File: config.mk
export PLATFORM = sky130hd
export DESIGN_NAME = lc3b_pipeline
export DESIGN_NICKNAME = d
export VERILOG_FILES = /design/src/logic/lc3b_pkg.sv /design/src/logic/instr_decoder.sv /design/src/logic/regfile.sv /design/src/logic/alu.sv /design/src/logic/hazard_unit.sv /design/src/logic/pipe_stage_reg.sv /design/src/logic/lc3b_pipeline.sv
export VERILOG_INCLUDE_DIRS = /design/src /design/src/logic
export SDC_FILE = /design/constraint.sdc
export NUM_CORES = 1
export LEC_CHECK = 0
export BUFFER_PORTS_ARGS = -buffer_cell sky130_fd_sc_hd__buf_2
export CAP_MARGIN = 10
export CORE_MARGIN = 1
export CORE_UTILIZATION = 45
export DETAILED_ROUTE_END_ITERATION = 7
export SLEW_MARGIN = 20
export SYNTH_ARGS = -nofsm -noshare
export SYNTH_HDL_FRONTEND = slang
export SYNTH_SLANG_ARGS = --single-unit
File: constraint.sdc
create_clock -name clk -period 6.55 [get_ports clk]
set_input_delay 0.3275 -clock clk [delete_from_list [all_inputs] [get_ports clk]]
set_output_delay 0.3275 -clock clk [all_outputs]
set_load 0.005 [all_outputs]
File: src/logic/lc3b_macros.svh
`ifndef LC3B_MACROS_SVH
`define LC3B_MACROS_SVH

`define LC3B_WORD_W     16          // data word width
`define LC3B_NUM_REGS   8           // general registers r0..r7
`define LC3B_RESET_PC   16'h0000    // first fetch address
`define LC3B_NOP_WORD   16'h0000    // BR with empty nzp mask

`endif

File: src/logic/lc3b_pkg.sv
`include "lc3b_macros.svh"

package lc3b_pkg;

typedef logic [`LC3B_WORD_W-1:0] lc3b_word;
typedef logic [2:0] lc3b_reg;
typedef logic [2:0] lc3b_nzp;

typedef enum logic [3:0] {
    op_br   = 4'b0000,
    op_add  = 4'b0001,
    op_ldb  = 4'b0010,
    op_stb  = 4'b0011,
    op_jsr  = 4'b0100,
    op_and  = 4'b0101,
    op_ldr  = 4'b0110,
    op_str  = 4'b0111,
    op_rti  = 4'b1000,
    op_not  = 4'b1001,
    op_ldi  = 4'b1010,
    op_sti  = 4'b1011,
    op_jmp  = 4'b1100,
    op_shf  = 4'b1101,
    op_lea  = 4'b1110,
    op_trap = 4'b1111
} lc3b_opcode;

typedef enum logic [1:0] {
    alu_add  = 2'b00,
    alu_and  = 2'b01,
    alu_not  = 2'b10,
    alu_pass = 2'b11   // base plus offset
} alu_op_t;

typedef struct packed {
    lc3b_opcode opcode;
    alu_op_t    alu_op;
    logic       imm_select;     // b operand from imm
    logic       mem_read;
    logic       mem_write;
    logic       load_regfile;
    logic       load_cc;
    logic       is_branch;
    logic       is_nop;
    lc3b_nzp    nzp;            // branch condition mask
} lc3b_ctrl;

typedef struct packed {
    lc3b_ctrl ctrl;
    lc3b_word sr1_data;
    lc3b_word sr2_data;
    lc3b_reg  src1;
    lc3b_reg  src2;
    lc3b_reg  dest;
    lc3b_word imm;              // already extended and shifted
    lc3b_word pc_plus2;
} dec_exec_t;

typedef struct packed {
    lc3b_ctrl ctrl;
    lc3b_word alu_result;
    lc3b_word store_data;
    lc3b_word branch_target;
    lc3b_reg  dest;
} exec_mem_t;

typedef struct packed {
    logic     load_regfile;
    lc3b_reg  dest;
    lc3b_word result;
} mem_wb_t;

typedef struct packed {
    logic     read;
    lc3b_word addr;
} imem_req_t;

typedef struct packed {
    logic     read;
    logic     write;
    lc3b_word addr;
    lc3b_word wdata;
} dmem_req_t;

endpackage : lc3b_pkg

File: src/logic/instr_decoder.sv
`timescale 1ns/10ps

module instr_decoder
(
    input lc3b_pkg::lc3b_word instr,
    output lc3b_pkg::lc3b_ctrl ctrl,
    output lc3b_pkg::lc3b_reg src1,
    output lc3b_pkg::lc3b_reg src2,
    output lc3b_pkg::lc3b_reg dest,
    output lc3b_pkg::lc3b_word imm
);

lc3b_pkg::lc3b_opcode opcode;
lc3b_pkg::lc3b_word sext5;
lc3b_pkg::lc3b_word adj6;
lc3b_pkg::lc3b_word adj9;

assign opcode = lc3b_pkg::lc3b_opcode'(instr[15:12]);
assign sext5 = {{11{instr[4]}}, instr[4:0]};
assign adj6 = {{9{instr[5]}}, instr[5:0], 1'b0};       // word offset to bytes
assign adj9 = {{6{instr[8]}}, instr[8:0], 1'b0};
assign dest = instr[11:9];
assign src1 = instr[8:6];

always_comb
begin
    ctrl = '0;
    ctrl.opcode = opcode;
    src2 = instr[2:0];
    imm = sext5;

    case (opcode)
        lc3b_pkg::op_add, lc3b_pkg::op_and:
        begin
            ctrl.alu_op = (opcode == lc3b_pkg::op_and) ? lc3b_pkg::alu_and
                                                       : lc3b_pkg::alu_add;
            ctrl.imm_select = instr[5];                // imm5 form
            ctrl.load_regfile = 1'b1;
            ctrl.load_cc = 1'b1;
        end

        lc3b_pkg::op_not:
        begin
            ctrl.alu_op = lc3b_pkg::alu_not;
            ctrl.load_regfile = 1'b1;
            ctrl.load_cc = 1'b1;
        end

        lc3b_pkg::op_ldr:
        begin
            ctrl.alu_op = lc3b_pkg::alu_pass;
            ctrl.imm_select = 1'b1;
            ctrl.mem_read = 1'b1;
            ctrl.load_regfile = 1'b1;
            ctrl.load_cc = 1'b1;
            imm = adj6;
        end

        lc3b_pkg::op_str:
        begin
            ctrl.alu_op = lc3b_pkg::alu_pass;
            ctrl.imm_select = 1'b1;
            ctrl.mem_write = 1'b1;
            src2 = instr[11:9];                        // store source sits in dest field
            imm = adj6;
        end

        lc3b_pkg::op_br:
        begin
            imm = adj9;
            if (instr[11:9] == 3'b000)
            begin
                // never taken, so this also covers the all-zero word
                ctrl.is_nop = 1'b1;
            end
            else
            begin
                ctrl.alu_op = lc3b_pkg::alu_pass;
                ctrl.imm_select = 1'b1;
                ctrl.is_branch = 1'b1;
                ctrl.nzp = instr[11:9];
            end
        end

        default:
        begin
            ctrl = '0;                                 // unsupported op runs as bubble
            ctrl.is_nop = 1'b1;
        end
    endcase
end

endmodule : instr_decoder

File: src/logic/regfile.sv
`timescale 1ns/10ps
`include "lc3b_macros.svh"

module regfile
(
    input logic clk,
    input logic reset,
    input logic load,
    input lc3b_pkg::lc3b_reg dest,
    input lc3b_pkg::lc3b_word in,
    input lc3b_pkg::lc3b_reg src_a,
    input lc3b_pkg::lc3b_reg src_b,
    output lc3b_pkg::lc3b_word reg_a,
    output lc3b_pkg::lc3b_word reg_b
);

lc3b_pkg::lc3b_word data [`LC3B_NUM_REGS];

always_ff @(posedge clk)
begin
    if (reset)
    begin
        for (int i = 0; i < `LC3B_NUM_REGS; i++)
            data[i] <= '0;
    end
    else if (load)
    begin
        data[dest] <= in;
    end
end

// writeback value seen by decode in the same cycle
assign reg_a = (load && dest == src_a) ? in : data[src_a];
assign reg_b = (load && dest == src_b) ? in : data[src_b];

endmodule : regfile

File: src/logic/alu.sv
`timescale 1ns/10ps

module alu
(
    input lc3b_pkg::alu_op_t op,
    input lc3b_pkg::lc3b_word a,
    input lc3b_pkg::lc3b_word b,
    output lc3b_pkg::lc3b_word f
);

always_comb
begin
    case (op)
        lc3b_pkg::alu_add:
            f = a + b;
        lc3b_pkg::alu_and:
            f = a & b;
        lc3b_pkg::alu_not:
            f = ~a;
        lc3b_pkg::alu_pass:
            f = a + b;          // address or branch target
        default:
            f = a;
    endcase
end

endmodule : alu

File: src/logic/hazard_unit.sv
`timescale 1ns/10ps

module hazard_unit
(
    input lc3b_pkg::lc3b_ctrl exec_ctrl,
    input lc3b_pkg::lc3b_ctrl mem_ctrl,
    input logic wb_load,
    input lc3b_pkg::lc3b_reg dec_src1,
    input lc3b_pkg::lc3b_reg dec_src2,
    input lc3b_pkg::lc3b_reg exec_src1,
    input lc3b_pkg::lc3b_reg exec_src2,
    input lc3b_pkg::lc3b_reg exec_dest,
    input lc3b_pkg::lc3b_reg mem_dest,
    input lc3b_pkg::lc3b_reg wb_dest,
    output logic bubble,
    output logic [1:0] sel_a,
    output logic [1:0] sel_b
);

logic mem_fwd_ok;

// loaded data is not ready until writeback
assign mem_fwd_ok = mem_ctrl.load_regfile && !mem_ctrl.mem_read && !mem_ctrl.is_nop;

assign bubble = exec_ctrl.mem_read
                && (exec_dest == dec_src1 || exec_dest == dec_src2);

function automatic logic [1:0] fwd_select(input lc3b_pkg::lc3b_reg src);
    logic [1:0] sel;
    sel = 2'b00;                                   // registered operand
    if (mem_fwd_ok && mem_dest == src)
        sel = 2'b01;                               // newest result wins
    else if (wb_load && wb_dest == src)
        sel = 2'b10;
    return sel;
endfunction

always_comb
begin
    sel_a = fwd_select(exec_src1);
    sel_b = fwd_select(exec_src2);
end

endmodule : hazard_unit

File: src/logic/pipe_stage_reg.sv
`timescale 1ns/10ps

module pipe_stage_reg
#(
    parameter type payload_t = logic
)
(
    input logic clk,
    input logic reset,
    input logic advance,
    input logic insert_bubble,
    input payload_t bubble_value,
    input payload_t in,
    output payload_t out
);

always_ff @(posedge clk)
begin
    if (reset)
    begin
        out <= bubble_value;
    end
    else if (advance)
    begin
        if (insert_bubble)
            out <= bubble_value;   // squash or load-use gap
        else
            out <= in;
    end
end

endmodule : pipe_stage_reg

File: src/logic/lc3b_pipeline.sv
`timescale 1ns/10ps
`include "lc3b_macros.svh"

module lc3b_pipeline
(
    input logic clk,
    input logic reset,
    output lc3b_pkg::imem_req_t imem_req,
    input lc3b_pkg::lc3b_word instr_rdata,
    input logic instr_resp,
    output lc3b_pkg::dmem_req_t dmem_req,
    input lc3b_pkg::lc3b_word mem_rdata,
    input logic mem_resp
);

localparam lc3b_pkg::lc3b_ctrl ctrl_bubble = '{opcode: lc3b_pkg::op_br,
                                              alu_op: lc3b_pkg::alu_add,
                                              is_nop: 1'b1,
                                              default: '0};
localparam lc3b_pkg::dec_exec_t de_bubble = '{ctrl: ctrl_bubble, default: '0};
localparam lc3b_pkg::exec_mem_t em_bubble = '{ctrl: ctrl_bubble, default: '0};
localparam lc3b_pkg::mem_wb_t mw_bubble = '0;

lc3b_pkg::lc3b_word pc;
lc3b_pkg::lc3b_word ir;
lc3b_pkg::lc3b_nzp cc;
lc3b_pkg::lc3b_nzp cc_next;

logic advance;
logic flush;
logic bubble;
logic pc_load;
logic dmem_access;
logic imem_done;
logic dmem_done;
lc3b_pkg::lc3b_word instr_hold;
lc3b_pkg::lc3b_word rdata_hold;
lc3b_pkg::lc3b_word fetched;
lc3b_pkg::lc3b_word load_data;

lc3b_pkg::lc3b_ctrl dec_ctrl;
lc3b_pkg::lc3b_reg dec_src1;
lc3b_pkg::lc3b_reg dec_src2;
lc3b_pkg::lc3b_reg dec_dest;
lc3b_pkg::lc3b_word dec_imm;
lc3b_pkg::lc3b_word reg_a;
lc3b_pkg::lc3b_word reg_b;

lc3b_pkg::dec_exec_t de_in;
lc3b_pkg::dec_exec_t de_out;
lc3b_pkg::exec_mem_t em_in;
lc3b_pkg::exec_mem_t em_out;
lc3b_pkg::mem_wb_t mw_in;
lc3b_pkg::mem_wb_t mw_out;

logic [1:0] sel_a;
logic [1:0] sel_b;
lc3b_pkg::lc3b_word fwd_a;
lc3b_pkg::lc3b_word fwd_b;
lc3b_pkg::lc3b_word alu_a;
lc3b_pkg::lc3b_word alu_b;
lc3b_pkg::lc3b_word alu_f;

// a strobe that arrives early is kept until the whole pipe can move
assign dmem_access = em_out.ctrl.mem_read || em_out.ctrl.mem_write;
assign advance = (instr_resp || imem_done) && (!dmem_access || mem_resp || dmem_done);
assign flush = em_out.ctrl.is_branch && |(em_out.ctrl.nzp & cc);
assign pc_load = advance && (flush || !bubble);
assign fetched = imem_done ? instr_hold : instr_rdata;
assign load_data = dmem_done ? rdata_hold : mem_rdata;

assign imem_req = '{read: 1'b1, addr: pc};
assign dmem_req = '{read: em_out.ctrl.mem_read && !dmem_done,
                    write: em_out.ctrl.mem_write && !dmem_done,
                    addr: em_out.alu_result,
                    wdata: em_out.store_data};

always_ff @(posedge clk)
begin
    if (reset)
    begin
        imem_done <= 1'b0;
        dmem_done <= 1'b0;
    end
    else
    begin
        if (pc_load)
            imem_done <= 1'b0;              // fetch consumed, new address
        else if (instr_resp)
            imem_done <= 1'b1;
        if (advance)
            dmem_done <= 1'b0;
        else if (mem_resp && dmem_access)
            dmem_done <= 1'b1;
    end
end

always_ff @(posedge clk)
begin
    if (instr_resp)
        instr_hold <= instr_rdata;
    if (mem_resp)
        rdata_hold <= mem_rdata;
end

always_ff @(posedge clk)
begin
    if (reset)
    begin
        pc <= `LC3B_RESET_PC;
        ir <= `LC3B_NOP_WORD;
        cc <= 3'b010;                       // z
    end
    else if (advance)
    begin
        if (flush)
        begin
            pc <= em_out.branch_target;
            ir <= `LC3B_NOP_WORD;           // drop wrong-path fetch
        end
        else if (!bubble)
        begin
            pc <= pc + 16'd2;
            ir <= fetched;
        end
        if (em_out.ctrl.load_cc)
            cc <= cc_next;                  // value headed into writeback
    end
end

always_comb
begin
    if (mw_in.result[`LC3B_WORD_W-1])
        cc_next = 3'b100;
    else if (mw_in.result == '0)
        cc_next = 3'b010;
    else
        cc_next = 3'b001;
end

instr_decoder decoder
(
    .instr(ir),
    .ctrl(dec_ctrl),
    .src1(dec_src1),
    .src2(dec_src2),
    .dest(dec_dest),
    .imm(dec_imm)
);

regfile regs
(
    .clk(clk),
    .reset(reset),
    .load(mw_out.load_regfile && advance),
    .dest(mw_out.dest),
    .in(mw_out.result),
    .src_a(dec_src1),
    .src_b(dec_src2),
    .reg_a(reg_a),
    .reg_b(reg_b)
);

hazard_unit hazards
(
    .exec_ctrl(de_out.ctrl),
    .mem_ctrl(em_out.ctrl),
    .wb_load(mw_out.load_regfile),
    .dec_src1(dec_src1),
    .dec_src2(dec_src2),
    .exec_src1(de_out.src1),
    .exec_src2(de_out.src2),
    .exec_dest(de_out.dest),
    .mem_dest(em_out.dest),
    .wb_dest(mw_out.dest),
    .bubble(bubble),
    .sel_a(sel_a),
    .sel_b(sel_b)
);

// pc already points past the instruction in ir
assign de_in = '{ctrl: dec_ctrl, sr1_data: reg_a, sr2_data: reg_b, src1: dec_src1,
                 src2: dec_src2, dest: dec_dest, imm: dec_imm, pc_plus2: pc};

pipe_stage_reg #(.payload_t(lc3b_pkg::dec_exec_t)) dec_exec
(
    .clk(clk),
    .reset(reset),
    .advance(advance),
    .insert_bubble(bubble || flush),
    .bubble_value(de_bubble),
    .in(de_in),
    .out(de_out)
);

function automatic lc3b_pkg::lc3b_word fwd_mux(input logic [1:0] sel,
                                               input lc3b_pkg::lc3b_word reg_val);
    case (sel)
        2'b01:
            return em_out.alu_result;
        2'b10:
            return mw_out.result;
        default:
            return reg_val;
    endcase
endfunction

always_comb
begin
    fwd_a = fwd_mux(sel_a, de_out.sr1_data);
    fwd_b = fwd_mux(sel_b, de_out.sr2_data);
    alu_a = (de_out.ctrl.opcode == lc3b_pkg::op_br) ? de_out.pc_plus2 : fwd_a;
    alu_b = de_out.ctrl.imm_select ? de_out.imm : fwd_b;
end

alu alu_unit
(
    .op(de_out.ctrl.alu_op),
    .a(alu_a),
    .b(alu_b),
    .f(alu_f)
);

assign em_in = '{ctrl: de_out.ctrl, alu_result: alu_f, store_data: fwd_b,
                 branch_target: alu_f, dest: de_out.dest};

pipe_stage_reg #(.payload_t(lc3b_pkg::exec_mem_t)) exec_mem
(
    .clk(clk),
    .reset(reset),
    .advance(advance),
    .insert_bubble(flush),
    .bubble_value(em_bubble),
    .in(em_in),
    .out(em_out)
);

assign mw_in = '{load_regfile: em_out.ctrl.load_regfile,
                 dest: em_out.dest,
                 result: em_out.ctrl.mem_read ? load_data : em_out.alu_result};

pipe_stage_reg #(.payload_t(lc3b_pkg::mem_wb_t)) mem_wb
(
    .clk(clk),
    .reset(reset),
    .advance(advance),
    .insert_bubble(1'b0),
    .bubble_value(mw_bubble),
    .in(mw_in),
    .out(mw_out)
);

endmodule : lc3b_pipeline

### Yosys cells after proc, flatten, opt, wreduce, memory -nomap -nowiden

Memories as Yosys holds them, arrays and structs flattened. A register that Yosys moved wholly into a read port is not among the register bits.
Cells that the tools add are included.

* memory bits (writable): 128
* register bits after elaboration: 238
* input bits: 36
* memories kept: 1
* word-level logic and storage cells: 156
* output and inout bits: 51

* add/sub/neg operators: 2
* reduce and logical (&&, ||, !) cells: 45
* bitwise operators: 3
* mux-type cells: 46
* equal/unequal tests: 21

Memories
* regs.data: depth 8, width 16, rd ports 2, clocked after memory_dff 1, wr ports 8, RTL line regfile.sv:17 `` lc3b_pkg::lc3b_word data [`LC3B_NUM_REGS]; ``

Operators by type and width (number)
* $mux W16: 12
* $pmux W16 S2: 3
* $mux W89: 1
* $mux W60: 1
* $pmux W16 S3: 1
* $eq A3 B3 Y1: 8
* $mux W3: 7
* $add A16 B16 Y16: 1
* $add A16 B2 Y16 const B: 1
* $and A16 B16 Y16: 1
* $logic_and A1 B1 Y1: 16
* $logic_not A16 Y1: 1
* $not A16 Y16: 1
* $reduce_or A16 Y1: 1
* $eq A4 B3 Y1 const B: 3
* $mux W2: 6
* $mux W1: 11
* $pmux W5 S2: 1
* $reduce_or A2 Y1: 5
* $eq A2 B2 Y1 const B: 4
* $logic_not A4 Y1: 2
* $pmux W2 S4: 1
* $logic_or A1 B1 Y1: 7
* $eq A2 B1 Y1 const B: 3
* other kinds (14): 19

### Logic depth before layout (Yosys ltp)

* depth in word-level cells: 11
* mapped depth: 20
* mapped depth without buffers: 17

### Hierarchy

A second synthesis with hierarchy kept.

* cells, all modules: 1577
* area total of the unflattened synthesis: 21224.1 um2

Modules (own cells, without submodules)
* regfile: cells each 445, area an instance 7453.4 um2, times used 1, sequential area each 3843.7 um2
* lc3b_pipeline: cells each 477, area an instance 4222.8 um2, times used 1, sequential area each 1701.6 um2
* pipe_stage_reg at dec_exec: cells each 189, area an instance 3767.4 um2, times used 1, sequential area each 2672.6 um2
* pipe_stage_reg at exec_mem: cells each 143, area an instance 2990.4 um2, times used 1, sequential area each 2011.9 um2
* alu: cells each 157, area an instance 1064.8 um2, times used 1, sequential area each 0.0 um2
* pipe_stage_reg at mem_wb: cells each 44, area an instance 864.6 um2, times used 1, sequential area each 600.6 um2
* instr_decoder: cells each 92, area an instance 631.9 um2, times used 1, sequential area each 0.0 um2
* hazard_unit: cells each 30, area an instance 229.0 um2, times used 1, sequential area each 0.0 um2

### Worst setup path after synthesis

OpenSTA, ideal clock, no wires.

* path type: reg-to-reg
* from: register mem_wb.out[18] (netlist bit)
* to: register exec_mem.out[15] (netlist bit)
* path buffers: 3
* setup time: 74 ps
* stages on the path, launching flop included: 21
* path slack: 2588 ps
* data arrival time: 3888 ps
* path through: dfxtp_1 buf_6 xor2_4 or4b_4 buf_6 clkbuf_1 mux2i_1 nor2_1 a21oi_1 o21ai_0 ha_1 inv_1 fa_1 nand2b_1 a21oi_1 and3_1 o311ai_2 a211oi_2 a41oi_1 xor2_1 o21ai_0

* longest elaborated chain between the ends: 10
* elaborated cells between the ends (all ways): 21

RTL lines
* start, declared: RTL line pipe_stage_reg.sv:14 `output payload_t out`
* start signal, assigned: RTL line pipe_stage_reg.sv:21 `out <= bubble_value;`
* start signal, assigned: RTL line pipe_stage_reg.sv:26 `out <= bubble_value;`
* start signal, assigned: RTL line pipe_stage_reg.sv:28 `out <= in;`
* $eq A3 B3 Y1: RTL line hazard_unit.sv:33 `else if (wb_load && wb_dest == src)`
* $logic_and A1 B1 Y1: RTL line hazard_unit.sv:33
* $mux W2: RTL line hazard_unit.sv:33
* $mux W2: RTL line hazard_unit.sv:31 `if (mem_fwd_ok && mem_dest == src)`
* $eq A2 B2 Y1 / $eq A2 B1 Y1 (equally long branches): RTL line lc3b_pipeline.sv:198 `case (sel)`
* $pmux W16 S2: RTL line lc3b_pipeline.sv:198
* $mux W16 (on tied branches): RTL line lc3b_pipeline.sv:212, lc3b_pipeline.sv:213
* $add A16 B16 Y16 (tied with other cells): RTL line alu.sv:15, alu.sv:21
* $pmux W16 S3 *: RTL line alu.sv:13 `case (op)`
* $mux W60 *: RTL line pipe_stage_reg.sv:25 `if (insert_bubble)`
* end signal, assigned: RTL line pipe_stage_reg.sv:21
* end signal, assigned: RTL line pipe_stage_reg.sv:26
* end signal, assigned: RTL line pipe_stage_reg.sv:28
* end, declared: RTL line pipe_stage_reg.sv:14

Every way passes the cells marked *; elsewhere a longest branch is shown, timed or not.
A chain may end at the register's enable or synchronous reset.

### Final worst setup path

Same ends and word-level chain as after synthesis.

==> summary.md <==
| Metric | Value |
|---|---|
| Status | `finished, final reports clean` |
| Register area share after synthesis | `0.474` |
| Total negative setup slack | `0 ps` |
| Clock Skew | `19.4 ps` |
| Maximum VDD drop | `0.151 mV` |
| Count leader, synth | `nand2_1` |
| Worst Setup End Kind | `flop` |
| Slew Limit Fails | `0` |
| P&R area growth vs syn | `11.7%` |
| Async SR Flop Fraction | `0` |
| Post-synth top area share | `0.268` |
| Final hold violation count | `0` |
| Dpl hpwl | `between 30000 and 40000 um` |
| Slew @ Worst Pin | `roughly 1200 ps` |
| DR WL/cell | `22.1 um` |
| Final wirelength | `about 55000 um` |
| Latest clock arrival within the worst-skew pair | `between 500 and 600 ps` |
| DR WL met2 | `25800 um` |
| Synthesized flop and latch total | `345` |
| Syn nets | `1971` |
| Fin crit share | `0.670` |
| Cell taking the most area after synthesis | `edfxtp_1` |
| Post-Synthesis Cell Area | `0.0179 mm2` |
| Via density per instance | `5.83` |
| Initial Util | `0.460` |
| Row cnt | `72` |
| Layout cells sized above 1 | `0.124` |
| Clock sink count | `between 300 and 400` |
| RSZ-0062 raised after global routing | `no` |
| GRT overflow | `0` |
| Number of synthesized flops with an enable pin | `160` |
| Clock Path Buffers | `3` |
| Via Count | `approximately 14k` |
| IO buf count | `85` |
| Met3 routed WL | `around 3200 um` |
| Setup ws final | `~2200 ps` |
| Distinct cells, synth | `73` |
| Final setup fails | `0` |
| Post-Route Utilization | `0.514` |
| Worst hold-check path type | `input pin to flop` |
| Power per Cell Area | `~270 mW/mm2` |
| Finished Layout Cells | `2469` |
| GP Congestion | `0.934` |
| TritonCTS buffer count | `39` |
| # fillers | `3558` |
| Max H-tree Level | `2` |
| Synth Instances | `1915` |
| Seq. cell area | `about 0.0085 mm2` |
| Vias in the first global route | `13.8k` |
| Met1 Wirelength | `around 23000 um` |
| Most area-consuming cells after synthesis | `edfxtp_1 (27%), dfxtp_1 (21%), nand2_1 (7.3%), o21ai_0 (5.5%), and2_1 (5.1%)` |
| Die height | `around 200 um` |
| Design area | `~0.02 mm2` |
| Fmax | `0.228 GHz` |
| Rel. slew slack | `0.205` |
| Worst Path Arrival | `slightly below 5000 ps` |
| Peak per-stage delay on the critical path | `about 650 ps` |
| Final Critical Period | `roughly 4400 ps` |
| First-pass GRT wire length | `about 83000 um` |
| Cells along the critical path | `xor2_1 > or4b_1 > buf_4 > mux2i_1 > nor2_1 > a21oi_1 > o21ai_0 > ha_1 > inv_1 > fa_1 > nand2b_1 > a21oi_1 > and3_1 > o311ai_2 > a211oi_2 > a41oi_1 > xor2_1 > o21ai_0` |
| Core area | `between 0.03 and 0.04 mm2` |
| CTS tree | `yes` |
| Static Leak | `7.81 nW` |
| Nets | `1975` |
| CTS root buf | `clkbuf_16` |
| Slowest CP cell | `dfxtp_1` |
| Worst-path clk slew | `60 ps` |
| 1st-iter DRT viols | `about 1.3k` |
| Syn Area/Cell | `approximately 9.4 um2` |
| Area after DPL | `about 0.018 mm2` |
| Routed Antenna Nets | `0` |
| Placed insts | `approximately 2.4k` |
| I/O pin count | `87` |
| Area of the multi-input gates | `around 0.0085 mm2` |
| Dpl ws | `2280 ps` |
| First-pass detailed-route iteration total | `5` |
| Chip width | `between 200 and 250 um` |
| Largest net degree at the start of global routing | `81` |
| Total GRT Usage | `0.268` |
| Req. time, crit path | `roughly 7000 ps` |
| Antenna violations before repair | `0` |
| Commonest cells post-synth | `nand2_1 (351), o21ai_0 (197), dfxtp_1 (185)` |
| Highest Signal Layer | `met4` |
| Yosys Warn Count | `0` |
| CP Max Fanout | `16` |
| Die area | `0.0407 mm2` |
| CP startpoint kind | `flop` |
| Synth Flop Type | `dfxtp_1` |
| MaxCap Viol Count | `0` |
| Critical path type | `flop to flop` |
| DRC Markers | `0` |
report_power, final:
group	internal, mW	switching (mW)
Clock	1.30	0.884
Combinational	0.248	0.401
Sequential	2.36	0.137
stage by stage:
step                      hold WS [ps]  power (mW)
after CTS                          279        5.36
final                              291        5.34
after global routing               292        5.54
after floorplan                    416        2.93
after global placement             433        3.16
after detailed placement           433        3.17
worst max-delay path, delay by kind of cell, from the launching register on:
kind	cells	cell delay, ps
AO/OA/AOI/OAI	7	1170
AND/OR/NAND/NOR	4	1040
adder cells (fa/ha/maj)	2	690
flip-flops	1	650
XOR/XNOR	2	340
buffers and inverters	2	290
multiplexers	1	140
path summary, 6_finish.rpt:
check / from / to / slack (ps) / depth (start not counted)
worst max-delay path: mem_wb.out[18] / exec_mem.out[15] / 2160 / 18
worst max register to register: mem_wb.out[18] / exec_mem.out[15] / 2160 / 18
worst min-delay path: instr_resp / instr_hold[12] / 290 / 1
worst min register to register: dec_exec.out[24] / dec_exec.out[24] / 440 / 2
cells in the final DEF (no fill, tap or decap), drive strengths merged, types with 4 or more instances in the layout:
cell type / Yosys / routed
and2: 146 / 146
nor2b: 8 / 8
a211oi: 7 / 7
edfxtp: 160 / 160
nand2b: 6 / 6
or4: 4 / 4
o31ai: 15 / 15
nand4: 6 / 6
nor3: 15 / 15
clkbuf: 120 / 61
a21o: 6 / 6
buf: 75 / 126
a22oi: 13 / 13
mux2i: 80 / 80
a311oi: 17 / 17
and3: 22 / 22
nand2: 351 / 351
dlygate4sd3: 0 / 32
a31oi: 22 / 22
inv: 18 / 22
o21ai: 201 / 201
mux4: 32 / 32
xor2: 26 / 26
a21oi: 93 / 93
nand3: 44 / 44
clkinv: 0 / 4
nor2: 97 / 97
a221oi: 10 / 10
ha: 19 / 19
dfxtp: 185 / 185
a22o: 44 / 44
nor3b: 5 / 5
xnor2: 16 / 16
timing repair:
| action | in CTS | in global routing |
|---|---|---|
| hold buffers | 32 | 0 |
| gates resized for setup | 0 | 0 |
| setup buffers | 0 | 0 |
| hold endpoints to repair | 32 | 0 |
cell families after synthesis:
logic type | count (synthesis) | share of synthesized area
buf+inv | 213 | 0.0571
simple gates | 717 | 0.186
mux | 115 | 0.0867
compound gates | 462 | 0.160
flops | 345 | 0.474
fa+ha+maj | 20 | 0.0144
xor+xnor | 42 | 0.0216
other cells | 1 | 0.000209
metal layers:
layer  up-vias  track usage
met2       527        0.439
met1      6972        0.351
met5         -            0
met3       127       0.0348
met4         0        0.122
li1       6777            -
flip-flops by register name, summed over array words and instances (netlist names), named ones only:
name and cells:
exec_mem.out 43, regs.data 128, pc 16, dec_exec.out 82, mem_wb.out 20, instr_hold 16, ir 16, dmem_done 1
cc 3, imem_done 1, rdata_hold 16
area by class of cell:
class | count | area share
clock buffers | 61 | 0.0579
inverters | 18 | 0.00337
multi-input cells | 1357 | 0.423
flip-flops and latches | 345 | 0.425
well taps | 518 | 0.0323
repair buffers | 158 | 0.0526
diodes | 1 | 0.000125
clock inverters | 11 | 0.00593
Power figures use the tool's default switching activity.
